==> config.mk <==
export PLATFORM = sky130hd
export DESIGN_NAME = uart_tx_top
export DESIGN_NICKNAME = d
export VERILOG_FILES = /design/src/common/uart_tx_pkg.sv /design/src/hw/uart_baud_controller.sv /design/src/hw/uart_tx_top.sv /design/src/uart_tx/uart_tx_framer.sv /design/src/uart_tx/uart_tx_shifter.sv
export SDC_FILE = /design/constraint.sdc
export NUM_CORES = 1
export LEC_CHECK = 0
export BUFFER_PORTS_ARGS = -buffer_cell sky130_fd_sc_hd__buf_2
export CAP_MARGIN = 20
export CORE_MARGIN = 2
export CORE_UTILIZATION = 42
export DETAILED_ROUTE_END_ITERATION = 8
export HOLD_SLACK_MARGIN = 0.05
export MAX_ROUTING_LAYER = met4
export PLACE_DENSITY = 0.65
export SLEW_MARGIN = 20
export SYNTH_ARGS = -nofsm -noshare
export SYNTH_HDL_FRONTEND = slang
export SYNTH_SLANG_ARGS = --single-unit
==> constraint.sdc <==
create_clock -name clk -period 2.69 [get_ports clk]
set_input_delay 0.4035 -clock clk [delete_from_list [all_inputs] [get_ports clk]]
set_output_delay 0.4035 -clock clk [all_outputs]
set_load 0.005 [all_outputs]
==> src/common/uart_tx_pkg.sv <==
package uart_tx_pkg;

	localparam int frame_bits = 11; // Start, eight data, parity, stop
	localparam int ticks_per_bit = 16;

	typedef enum logic [2:0] {
		baud_300 = 3'd0,
		baud_1200 = 3'd1,
		baud_2400 = 3'd2,
		baud_4800 = 3'd3,
		baud_9600 = 3'd4,
		baud_19200 = 3'd5,
		baud_57600 = 3'd6,
		baud_115200 = 3'd7
	} baud_rate_e;

	typedef enum logic {
		idle = 1'b0,
		sending = 1'b1
	} tx_state_e;

	typedef struct packed {
		logic valid; // High for one cycle when a new frame is ready
		logic [frame_bits-1:0] bits; // Bit 0 goes out first
	} tx_frame_t;

	function automatic int unsigned baud_rate_value(input baud_rate_e rate);
		case (rate)
			baud_300: return 300;
			baud_1200: return 1200;
			baud_2400: return 2400;
			baud_4800: return 4800;
			baud_9600: return 9600;
			baud_19200: return 19200;
			baud_57600: return 57600;
			baud_115200: return 115200;
			default: return 115200;
		endcase
	endfunction

	// Clock cycles between two sampling ticks
	function automatic int unsigned baud_divisor(input int unsigned clk_hz,
			input baud_rate_e rate);
		int unsigned divisor;
		divisor = clk_hz / (ticks_per_bit * baud_rate_value(rate));
		if (divisor < 1) begin
			divisor = 1; // Clock too slow for this rate, tick every cycle
		end
		return divisor;
	endfunction

endpackage

==> src/hw/uart_baud_controller.sv <==
`timescale 1ns/1ps

module uart_baud_controller #(
	parameter int unsigned clk_hz = 1_843_200
) (
	input logic clk,
	input logic reset,
	input uart_tx_pkg::baud_rate_e baud_select,
	output logic sample_tick
);

	import uart_tx_pkg::*;

	// Divisors indexed by select code, worked out at elaboration
	localparam int unsigned div_table [8] = '{
		baud_divisor(clk_hz, baud_300),
		baud_divisor(clk_hz, baud_1200),
		baud_divisor(clk_hz, baud_2400),
		baud_divisor(clk_hz, baud_4800),
		baud_divisor(clk_hz, baud_9600),
		baud_divisor(clk_hz, baud_19200),
		baud_divisor(clk_hz, baud_57600),
		baud_divisor(clk_hz, baud_115200)
	};

	// The slowest rate has the largest divisor and sets the counter width
	localparam int count_w = $clog2(div_table[0] + 1);

	logic [count_w-1:0] count;
	logic [count_w-1:0] reload;
	baud_rate_e select_q;

	assign reload = count_w'(div_table[baud_select] - 1);

	always_ff @(posedge clk or posedge reset) begin
		if (reset) begin
			count <= '0;
			sample_tick <= 1'b0;
			select_q <= baud_300;
		end else if (baud_select != select_q) begin
			select_q <= baud_select; // New rate, start a fresh period
			count <= reload;
			sample_tick <= 1'b0;
		end else if (count == '0) begin
			count <= reload;
			sample_tick <= 1'b1;
		end else begin
			count <= count - 1'b1;
			sample_tick <= 1'b0;
		end
	end

endmodule

==> src/hw/uart_tx_top.sv <==
`timescale 1ns/1ps

module uart_tx_top #(
	parameter int unsigned clk_hz = 1_843_200
) (
	input logic clk,
	input logic reset,
	input logic [7:0] data,
	input logic write,
	input logic enable,
	input uart_tx_pkg::baud_rate_e baud_select,
	output logic tx,
	output logic busy
);

	import uart_tx_pkg::*;

	logic sample_tick;
	tx_frame_t frame;

	uart_baud_controller #(
		.clk_hz(clk_hz)
	) uart_baud_controller_0 (
		.clk(clk),
		.reset(reset),
		.baud_select(baud_select),
		.sample_tick(sample_tick)
	);

	// Busy goes back to the framer so writes during a frame are dropped
	uart_tx_framer uart_tx_framer_0 (
		.clk(clk),
		.reset(reset),
		.data(data),
		.write(write),
		.busy(busy),
		.frame(frame)
	);

	uart_tx_shifter uart_tx_shifter_0 (
		.clk(clk),
		.reset(reset),
		.frame(frame),
		.enable(enable),
		.sample_tick(sample_tick),
		.tx(tx),
		.busy(busy)
	);

endmodule

==> src/uart_tx/uart_tx_framer.sv <==
`timescale 1ns/1ps

module uart_tx_framer (
	input logic clk,
	input logic reset,
	input logic [7:0] data,
	input logic write,
	input logic busy,
	output uart_tx_pkg::tx_frame_t frame
);

	import uart_tx_pkg::*;

	logic accept;
	logic parity;
	logic valid_q;
	logic [frame_bits-1:0] next_bits;
	logic [frame_bits-1:0] bits_q;

	assign accept = write && !busy; // Writes during a frame are dropped
	assign parity = ^data; // Even parity

	// Frame layout, LSB leaves the line first
	always_comb begin
		next_bits[0] = 1'b0; // Start bit
		for (int i = 0; i < 8; i++) begin
			next_bits[i + 1] = data[i];
		end
		next_bits[frame_bits - 2] = parity;
		next_bits[frame_bits - 1] = 1'b1; // Stop bit
	end

	always_ff @(posedge clk or posedge reset) begin
		if (reset) begin
			valid_q <= 1'b0;
		end else begin
			valid_q <= accept; // One cycle pulse per accepted write
		end
	end

	// Bits stay put until the next accepted write
	always_ff @(posedge clk) begin
		if (accept) begin
			bits_q <= next_bits;
		end
	end

	assign frame = '{valid: valid_q, bits: bits_q};

endmodule

==> src/uart_tx/uart_tx_shifter.sv <==
`timescale 1ns/1ps

module uart_tx_shifter (
	input logic clk,
	input logic reset,
	input uart_tx_pkg::tx_frame_t frame,
	input logic enable,
	input logic sample_tick,
	output logic tx,
	output logic busy
);

	import uart_tx_pkg::*;

	tx_state_e state;
	tx_state_e state_next;
	logic [3:0] tick_count;
	logic [3:0] tick_count_next;
	logic [3:0] bit_index;
	logic [3:0] bit_index_next;
	logic [frame_bits-1:0] shift_reg;
	logic load;
	logic bit_done;
	logic last_bit;

	assign load = (state == idle) && frame.valid;
	assign last_bit = (bit_index == 4'(frame_bits - 1)); // Stop bit on the line
	assign bit_done = (state == sending) && enable && sample_tick
		&& (tick_count == 4'(ticks_per_bit - 1));

	always_comb begin
		state_next = state;
		tick_count_next = tick_count;
		bit_index_next = bit_index;
		case (state)
			idle: begin
				tick_count_next = '0;
				bit_index_next = '0;
				if (frame.valid) begin
					state_next = sending;
				end
			end
			sending: begin
				if (!enable) begin
					tick_count_next = '0; // Paused, the current bit starts over
				end else if (sample_tick) begin
					tick_count_next = tick_count + 1'b1; // Wraps to zero after the last tick
				end
				if (bit_done) begin
					if (last_bit) begin
						state_next = idle;
						bit_index_next = '0;
					end else begin
						bit_index_next = bit_index + 1'b1;
					end
				end
			end
		endcase
	end

	always_ff @(posedge clk or posedge reset) begin
		if (reset) begin
			state <= idle;
			tick_count <= '0;
			bit_index <= '0;
		end else begin
			state <= state_next;
			tick_count <= tick_count_next;
			bit_index <= bit_index_next;
		end
	end

	// Shift right so that bit 0 always holds the bit on the line
	always_ff @(posedge clk) begin
		if (load) begin
			shift_reg <= frame.bits;
		end else if (bit_done) begin
			shift_reg <= {1'b1, shift_reg[frame_bits-1:1]};
		end
	end

	// tx only changes at a bit boundary, so it holds its level during a pause
	assign tx = (state == sending) ? shift_reg[0] : 1'b1;

	// frame.valid covers the cycle between the write and the load
	assign busy = (state == sending) || frame.valid;

endmodule
* Word level (Yosys, flattened, before mapping)
Memory sizes are Yosys's and may differ from the RTL's. Cells that the tools add are included.
Word-level totals: register bits 42, memory bits (read-only) 256, bits of input ports 15, word-level logic and storage cells 52, memories kept 1
Memories:
- (name not given) | depth 8, width 32, read ports 1, clocked after Yosys merged registers in 0, wr ports 0, RTL line uart_baud_controller.sv:33 | assign reload = count_w'(div_table[baud_select] - 1);
Operators by class: add/sub/neg operators 4, $lt $le $gt $ge 1, equality and inequality tests 5, mux-type cells 19, bitwise gates (word level) 2, reduce and logical (&&, ||, !) cells 10
Operators with widths (count):
- 9-bit 2-to-1 mux | 4
- 10-bit 2-to-1 mux | 2
- 9-bit by 1-bit subtractor with 9-bit output (second input constant) | 2
- 4-bit 2-to-1 mux | 4
- 4-bit case mux with 2 select lines | 2
- 9-bit zero test | 1
- 4-bit by 1-bit adder with 4-bit output (second input constant) | 2
- 4-bit == test (second input constant) | 2
- 8-bit parity | 1
- 1-bit 2-to-1 mux | 6
- 1-bit logical AND | 5
- 4-bit >= comparator (second input constant) | 1
- 3-bit inverter with 4-bit output | 1
- 3-bit inequality test | 1
- 3-bit inequality test (second input constant) | 1
- 2-bit inequality test (second input constant) | 1
- 1-bit case mux with 2 select lines | 1
- 2-bit nonzero test | 1
- 1-bit zero test | 1
- 1-bit logical OR | 1
- 1-bit inverter | 1

* Logic depth before layout (Yosys ltp)
depth in word-level cells 7, mapped depth 7

* Cells and area by module
Synthesis repeated with hierarchy kept, for this count alone.
Second synthesis, totals: cell total of the unflattened synthesis 182, area total of the unflattened synthesis 2249.7 um^2
By module, submodules not included:
- uart_tx_shifter | times used 1, cells each 75, area each 979.7 um^2, seq. area each 555.5 um^2
- uart_baud_controller | times used 1, cells each 83, area each 873.3 um^2, seq. area each 325.3 um^2
- uart_tx_framer | times used 1, cells each 24, area each 396.6 um^2, seq. area each 295.3 um^2

* Least setup slack after synthesis
No wires, ideal clock.
path type register to register, start point reg uart_baud_controller_0.count[0], end point reg uart_baud_controller_0.count[0], library setup time 0.125 ns, arrival time 2.106 ns, required time 2.565 ns, setup slack 0.459 ns, stages on the path, launching flop included 8, path buffers 1, clock period less this slack 2.231 ns, cells stage by stage dfrtp_1 inv_1 ha_1 or4b_4 or4_4 o21bai_4 buf_12 mux2_4
On the way: cells in the longest elaborated chain, start to end 3
Ends and longest elaborated chain:
- start: declaration | RTL line uart_baud_controller.sv:29 | logic [count_w-1:0] count;
- start signal: assignment | RTL line uart_baud_controller.sv:42 | count <= reload;
- start signal: assignment | RTL line uart_baud_controller.sv:45 | count <= reload;
- start signal: assignment | RTL line uart_baud_controller.sv:48 | count <= count - 1'b1;
- 9-bit by 1-bit subtractor with 9-bit output / 9-bit zero test (equally long branches) | RTL line uart_baud_controller.sv:48, uart_baud_controller.sv:44
- 9-bit 2-to-1 mux (*) | RTL line uart_baud_controller.sv:44 | end else if (count == '0) begin
- 9-bit 2-to-1 mux (*) | RTL line uart_baud_controller.sv:40 | end else if (baud_select != select_q) begin
Mark *: on every way between the ends. The rest lies on a longest branch, timed or not. A chain may end at the register's enable or synchronous reset.

* Worst setup path in the final report
Ends and elaborated chain as after synthesis.

==> run_summary.xml <==
<?xml version="1.0" encoding="UTF-8"?>
<metrics>
  <group name="worst_setup_path">
    <metric name="end_kind" unit="">flip-flop</metric>
    <metric name="rr_endpoint" unit="">uart_baud_controller_0.count[0]</metric>
    <metric name="timing.critical_path.slowest_cell_delay" unit="ns">0.49</metric>
    <metric name="cp.arrival" unit="ns">2.60</metric>
    <metric name="critical_path.top_delay_family" unit="">simple AND/OR/NAND/NOR gates</metric>
    <metric name="start_kind" unit="">flip-flop</metric>
    <metric name="crit_chain" unit="">inv_1 -&gt; ha_1 -&gt; or4b_4 -&gt; or4_4 -&gt; o21bai_4 -&gt; mux2_4</metric>
    <metric name="cp.buffers_inverters" unit="">1</metric>
    <metric name="crit_path_start" unit="">uart_baud_controller_0.count[0]</metric>
    <metric name="crit_type" unit="">reg -&gt; reg</metric>
    <metric name="worstPathRequired" unit="ns">2.88</metric>
    <metric name="critPathMaxFanout" unit="">9</metric>
    <metric name="critPathSlowestCell" unit="">or4b_4</metric>
    <metric name="worstReg2RegStart" unit="">uart_baud_controller_0.count[0]</metric>
    <metric name="flop_to_flop_setup_slack" unit="ns">0.28</metric>
    <metric name="worstRegToRegCells" unit="">6</metric>
  </group>
  <group name="global_routing">
    <metric name="gr-usage-met2" unit="%">20.8</metric>
    <metric name="globalRoute.busiestLayer" unit="">met2</metric>
    <metric name="grt_start_max_net_pins" unit="">24</metric>
    <metric name="number_of_global_route_vias_before_repair" unit="">1194</metric>
    <metric name="global_route.usage.met1" unit="%">16.1</metric>
    <metric name="global_route.usage.total" unit="%">13.2</metric>
    <metric name="grt_util_met3" unit="%">3.57</metric>
    <metric name="grt_remaining_overflow" unit="">0</metric>
    <metric name="antenna_found_initial" unit="">0</metric>
    <metric name="first_pass_grt_wire_length" unit="µm">5430</metric>
  </group>
  <group name="synthesis">
    <metric name="synth_adder_area_share" unit="%">5.85</metric>
    <metric name="syn-num-nets" unit="">199</metric>
    <metric name="synth_top_family_by_area" unit="">simple AND/OR/NAND/NOR gates</metric>
    <metric name="synth_compound_gate_area_share" unit="%">5.44</metric>
    <metric name="most_used_dff_post_synth" unit="">dfrtp_1</metric>
    <metric name="postSynth.asyncResetShare" unit="%">54.8</metric>
    <metric name="synth_mux_area_share" unit="%">9.88</metric>
    <metric name="synth.yosys.seq_area_share" unit="%">53.6</metric>
    <metric name="synth_seq_cells" unit="">42</metric>
    <metric name="syn-mean-instance-area" unit="µm²">12.3</metric>
    <metric name="synth_largest_area_cell" unit="">dfrtp_1</metric>
    <metric name="synth-edff-count" unit="">19</metric>
    <metric name="syn-cell-area" unit="mm²">0.00214</metric>
    <metric name="synth-xor-area-share" unit="%">9.01</metric>
    <metric name="post_synth_inst_count" unit="">174</metric>
    <metric name="post_synth_top_area_share" unit="%">26.9</metric>
    <metric name="synth.top_cells.by_area" unit="">dfrtp_1 27%, edfxtp_1 27%, xnor2_1 6.1%</metric>
    <metric name="synth_simple_gate_area_share" unit="%">12.7</metric>
    <metric name="synth.lib_cells_used.distinct" unit="">41</metric>
    <metric name="yosysWarningCount" unit="">0</metric>
  </group>
  <group name="run">
    <metric name="max-cap-violations" unit="">0</metric>
  </group>
  <group name="cells_and_area">
    <metric name="largest_register_ff_count" unit="">10</metric>
    <metric name="antennaDiodeCount" unit="">0</metric>
    <metric name="final-seq-area" unit="mm²">0.00115</metric>
    <metric name="fillers" unit="">440</metric>
    <metric name="layout.cell_area.non_filler" unit="mm²">0.00236</metric>
    <metric name="drive_gt1_share" unit="%">22.5</metric>
    <metric name="finish.net_count" unit="">215</metric>
    <metric name="layout_overhead_on_the_synthesized_area" unit="%">10.2</metric>
    <metric name="multi_input_area" unit="µm²">917</metric>
    <metric name="final-instance-count-excl-fill" unit="">258</metric>
  </group>
  <group name="clock_network">
    <metric name="clock_path_buffers" unit="">2</metric>
    <metric name="tritoncts_clock_tree" unit="">done</metric>
    <metric name="htreeDepth" unit="">2</metric>
    <metric name="cts_sinks" unit="">42</metric>
    <metric name="post_cts_resized" unit="">0</metric>
    <metric name="ctsRootBufferMaster" unit="">clkbuf_8</metric>
    <metric name="numCtsBuffers" unit="">5</metric>
    <metric name="clkLatencyLatePin" unit="ns">0.30</metric>
    <metric name="cts_hold_repair.buffers" unit="">0</metric>
    <metric name="clk_pin_slew_worst_paths" unit="ns">0.09</metric>
    <metric name="cts_setup_buffers" unit="">0</metric>
  </group>
  <group name="floorplanning">
    <metric name="placement_rows" unit="">25</metric>
    <metric name="placeableCoreArea" unit="mm²">0.00482</metric>
    <metric name="die-height" unit="µm">75.4</metric>
    <metric name="die_footprint" unit="mm²">0.00568</metric>
    <metric name="die_w" unit="µm">75.4</metric>
    <metric name="initial_utilization" unit="%">44.4</metric>
    <metric name="top_level_ports" unit="">17</metric>
  </group>
  <group name="timing">
    <metric name="setup_tns" unit="ns">0</metric>
    <metric name="worst-slew-pin-transition" unit="ns">0.855</metric>
    <metric name="fmax" unit="GHz">0.414</metric>
    <metric name="final.setup.worst_slack" unit="ns">0.277</metric>
    <metric name="finalSetupViolations" unit="">0</metric>
    <metric name="endpoints_failing_hold" unit="">0</metric>
    <metric name="rsz0062_at_grt" unit="">no</metric>
    <metric name="period_share" unit="%">89.7</metric>
    <metric name="worst_slew_margin_rel" unit="%">42.9</metric>
    <metric name="timing_max_transition_violations_final" unit="">0</metric>
    <metric name="fin_worst_skew" unit="ns">0.0104</metric>
    <metric name="post-route-min-period" unit="ns">2.41</metric>
  </group>
  <group name="detailed_routing">
    <metric name="drtAntennaViolNets" unit="">0</metric>
    <metric name="dr.first_iter.drc_count" unit="">52</metric>
    <metric name="detailroute.via_count" unit="">1260</metric>
    <metric name="avgRoutedWirePerCell" unit="µm">13.0</metric>
    <metric name="route.detailed.drc" unit="">0</metric>
    <metric name="final_wirelength" unit="µm">3350</metric>
    <metric name="vias_per_cell" unit="">4.88</metric>
    <metric name="number_of_iterations_in_the_first_detailed_routing_pass" unit="">4</metric>
  </group>
  <group name="placed_design">
    <metric name="pre_cts_slack" unit="ns">0.283</metric>
    <metric name="place.detailed.instances" unit="">250</metric>
    <metric name="buffer_ports.inserted" unit="">16</metric>
    <metric name="post-dp-hpwl" unit="µm">2390</metric>
    <metric name="globalplace.congestion" unit="">0.838</metric>
    <metric name="detailed_place.area" unit="mm²">0.00226</metric>
  </group>
  <group name="status">
    <metric name="outcome" unit="">complete, no violations</metric>
  </group>
  <group name="pwr">
    <metric name="static-leakage-power" unit="nW">0.937</metric>
    <metric name="power.ir.vdd_worst" unit="V">0.000219</metric>
    <metric name="power.density_cell_area" unit="mW/mm²">535</metric>
  </group>
  <group name="worst_hold_path">
    <metric name="min_path_type" unit="">in -&gt; async</metric>
  </group>
</metrics>
[routing by layer]
layer,vias to the layer above,wire length [µm],part of all wire (%)
li1,633,-,-
met1,602,1560,47
met2,18,1620,48
met3,7,110,3.3
met4,0,58,1.7
met5,-,0,0
[logic make-up (layout without fill, tap and decap cells)]
family,count (synthesis),count (layout)
xor+xnor,22,22
compound gates,15,15
fa+ha+maj,10,10
flops,42,42
simple gates,51,51
mux,18,18
buf+inv,16,33
[worst register-to-register path: stages (launching register included)]
cell and delay [ns]:
dfrtp_1 0.40, inv_1 0.09, ha_1 0.19, or4b_4 0.49
or4_4 0.47, o21bai_4 0.34, mux2_4 0.33
[worst max-delay path by stage]
stage	end	slack [ns]	cells past startpoint
5_1_grt	uart_baud_controller_0.count[0]	0.17	6
3_3_place_gp	uart_baud_controller_0.count[0]	0.35	6
6_report	uart_baud_controller_0.count[0]	0.28	6
4_1_cts	uart_baud_controller_0.count[0]	0.27	6
3_5_place_dp	uart_baud_controller_0.count[5]	0.28	6
2_1_floorplan	uart_baud_controller_0.count[0]	0.46	7
[cell usage in the layout (no fill, tap or decap), types with 2 or more instances in the layout]
cell type,instances
buf_2,16
a21boi_0,3
nor3_1,3
nand3_1,3
mux2i_1,5
clkinvlp_4,2
o21ai_0,3
and3_1,3
inv_1,8
edfxtp_1,19
nor2b_1,4
nand2b_1,2
clkbuf_8,5
ha_1,10
xor2_1,7
nand2_1,10
nand4_1,2
xnor2_1,15
nor2_1,14
mux2_2,9
mux2_4,4
dfrtp_1,23
[synth_stat cells, types with 2 or more instances]
cell type / instances
nor3_1: 3
nand2_1: 10
mux2_4: 4
edfxtp_1: 19
nand4_1: 2
xor2_1: 7
mux2_2: 9
mux2i_1: 5
inv_1: 8
xnor2_1: 15
nand2b_1: 2
clkbuf_1: 6
dfrtp_1: 23
nor2_1: 14
nand3_1: 3
and3_1: 3
o21ai_0: 3
a21boi_0: 3
nor2b_1: 4
ha_1: 10
[layout make-up]
| class | instances | area share, % |
|---|---|---|
| multi-input cells | 116 | 38.9 |
| flip-flops and latches | 42 | 48.6 |
| clock inverters | 3 | 1.01 |
| inverters | 8 | 1.27 |
| clock buffers | 5 | 2.92 |
| repair buffers | 17 | 3.72 |
| well taps | 67 | 3.56 |
[where the power goes]
group / leakage, nW / switching (mW) / internal [mW]
clock network: 0.0408 / 0.230 / 0.186
logic: 0.468 / 0.0652 / 0.0699
registers: 0.428 / 0.0212 / 0.690
total: 0.937 / 0.316 / 0.945
[per-stage QoR]
step | power, mW | hold slack (ns) | util [%]
global placement | 0.855 | 0.495 | 47.0
detailed placement | 0.861 | 0.488 | 47.0
finish | 1.26 | 0.269 | 48.9
floorplan | 0.830 | 0.405 | -
CTS | 1.28 | 0.286 | 48.9
global route | 1.32 | 0.287 | 48.9
Note: power is estimated with default switching activity, not from simulation.
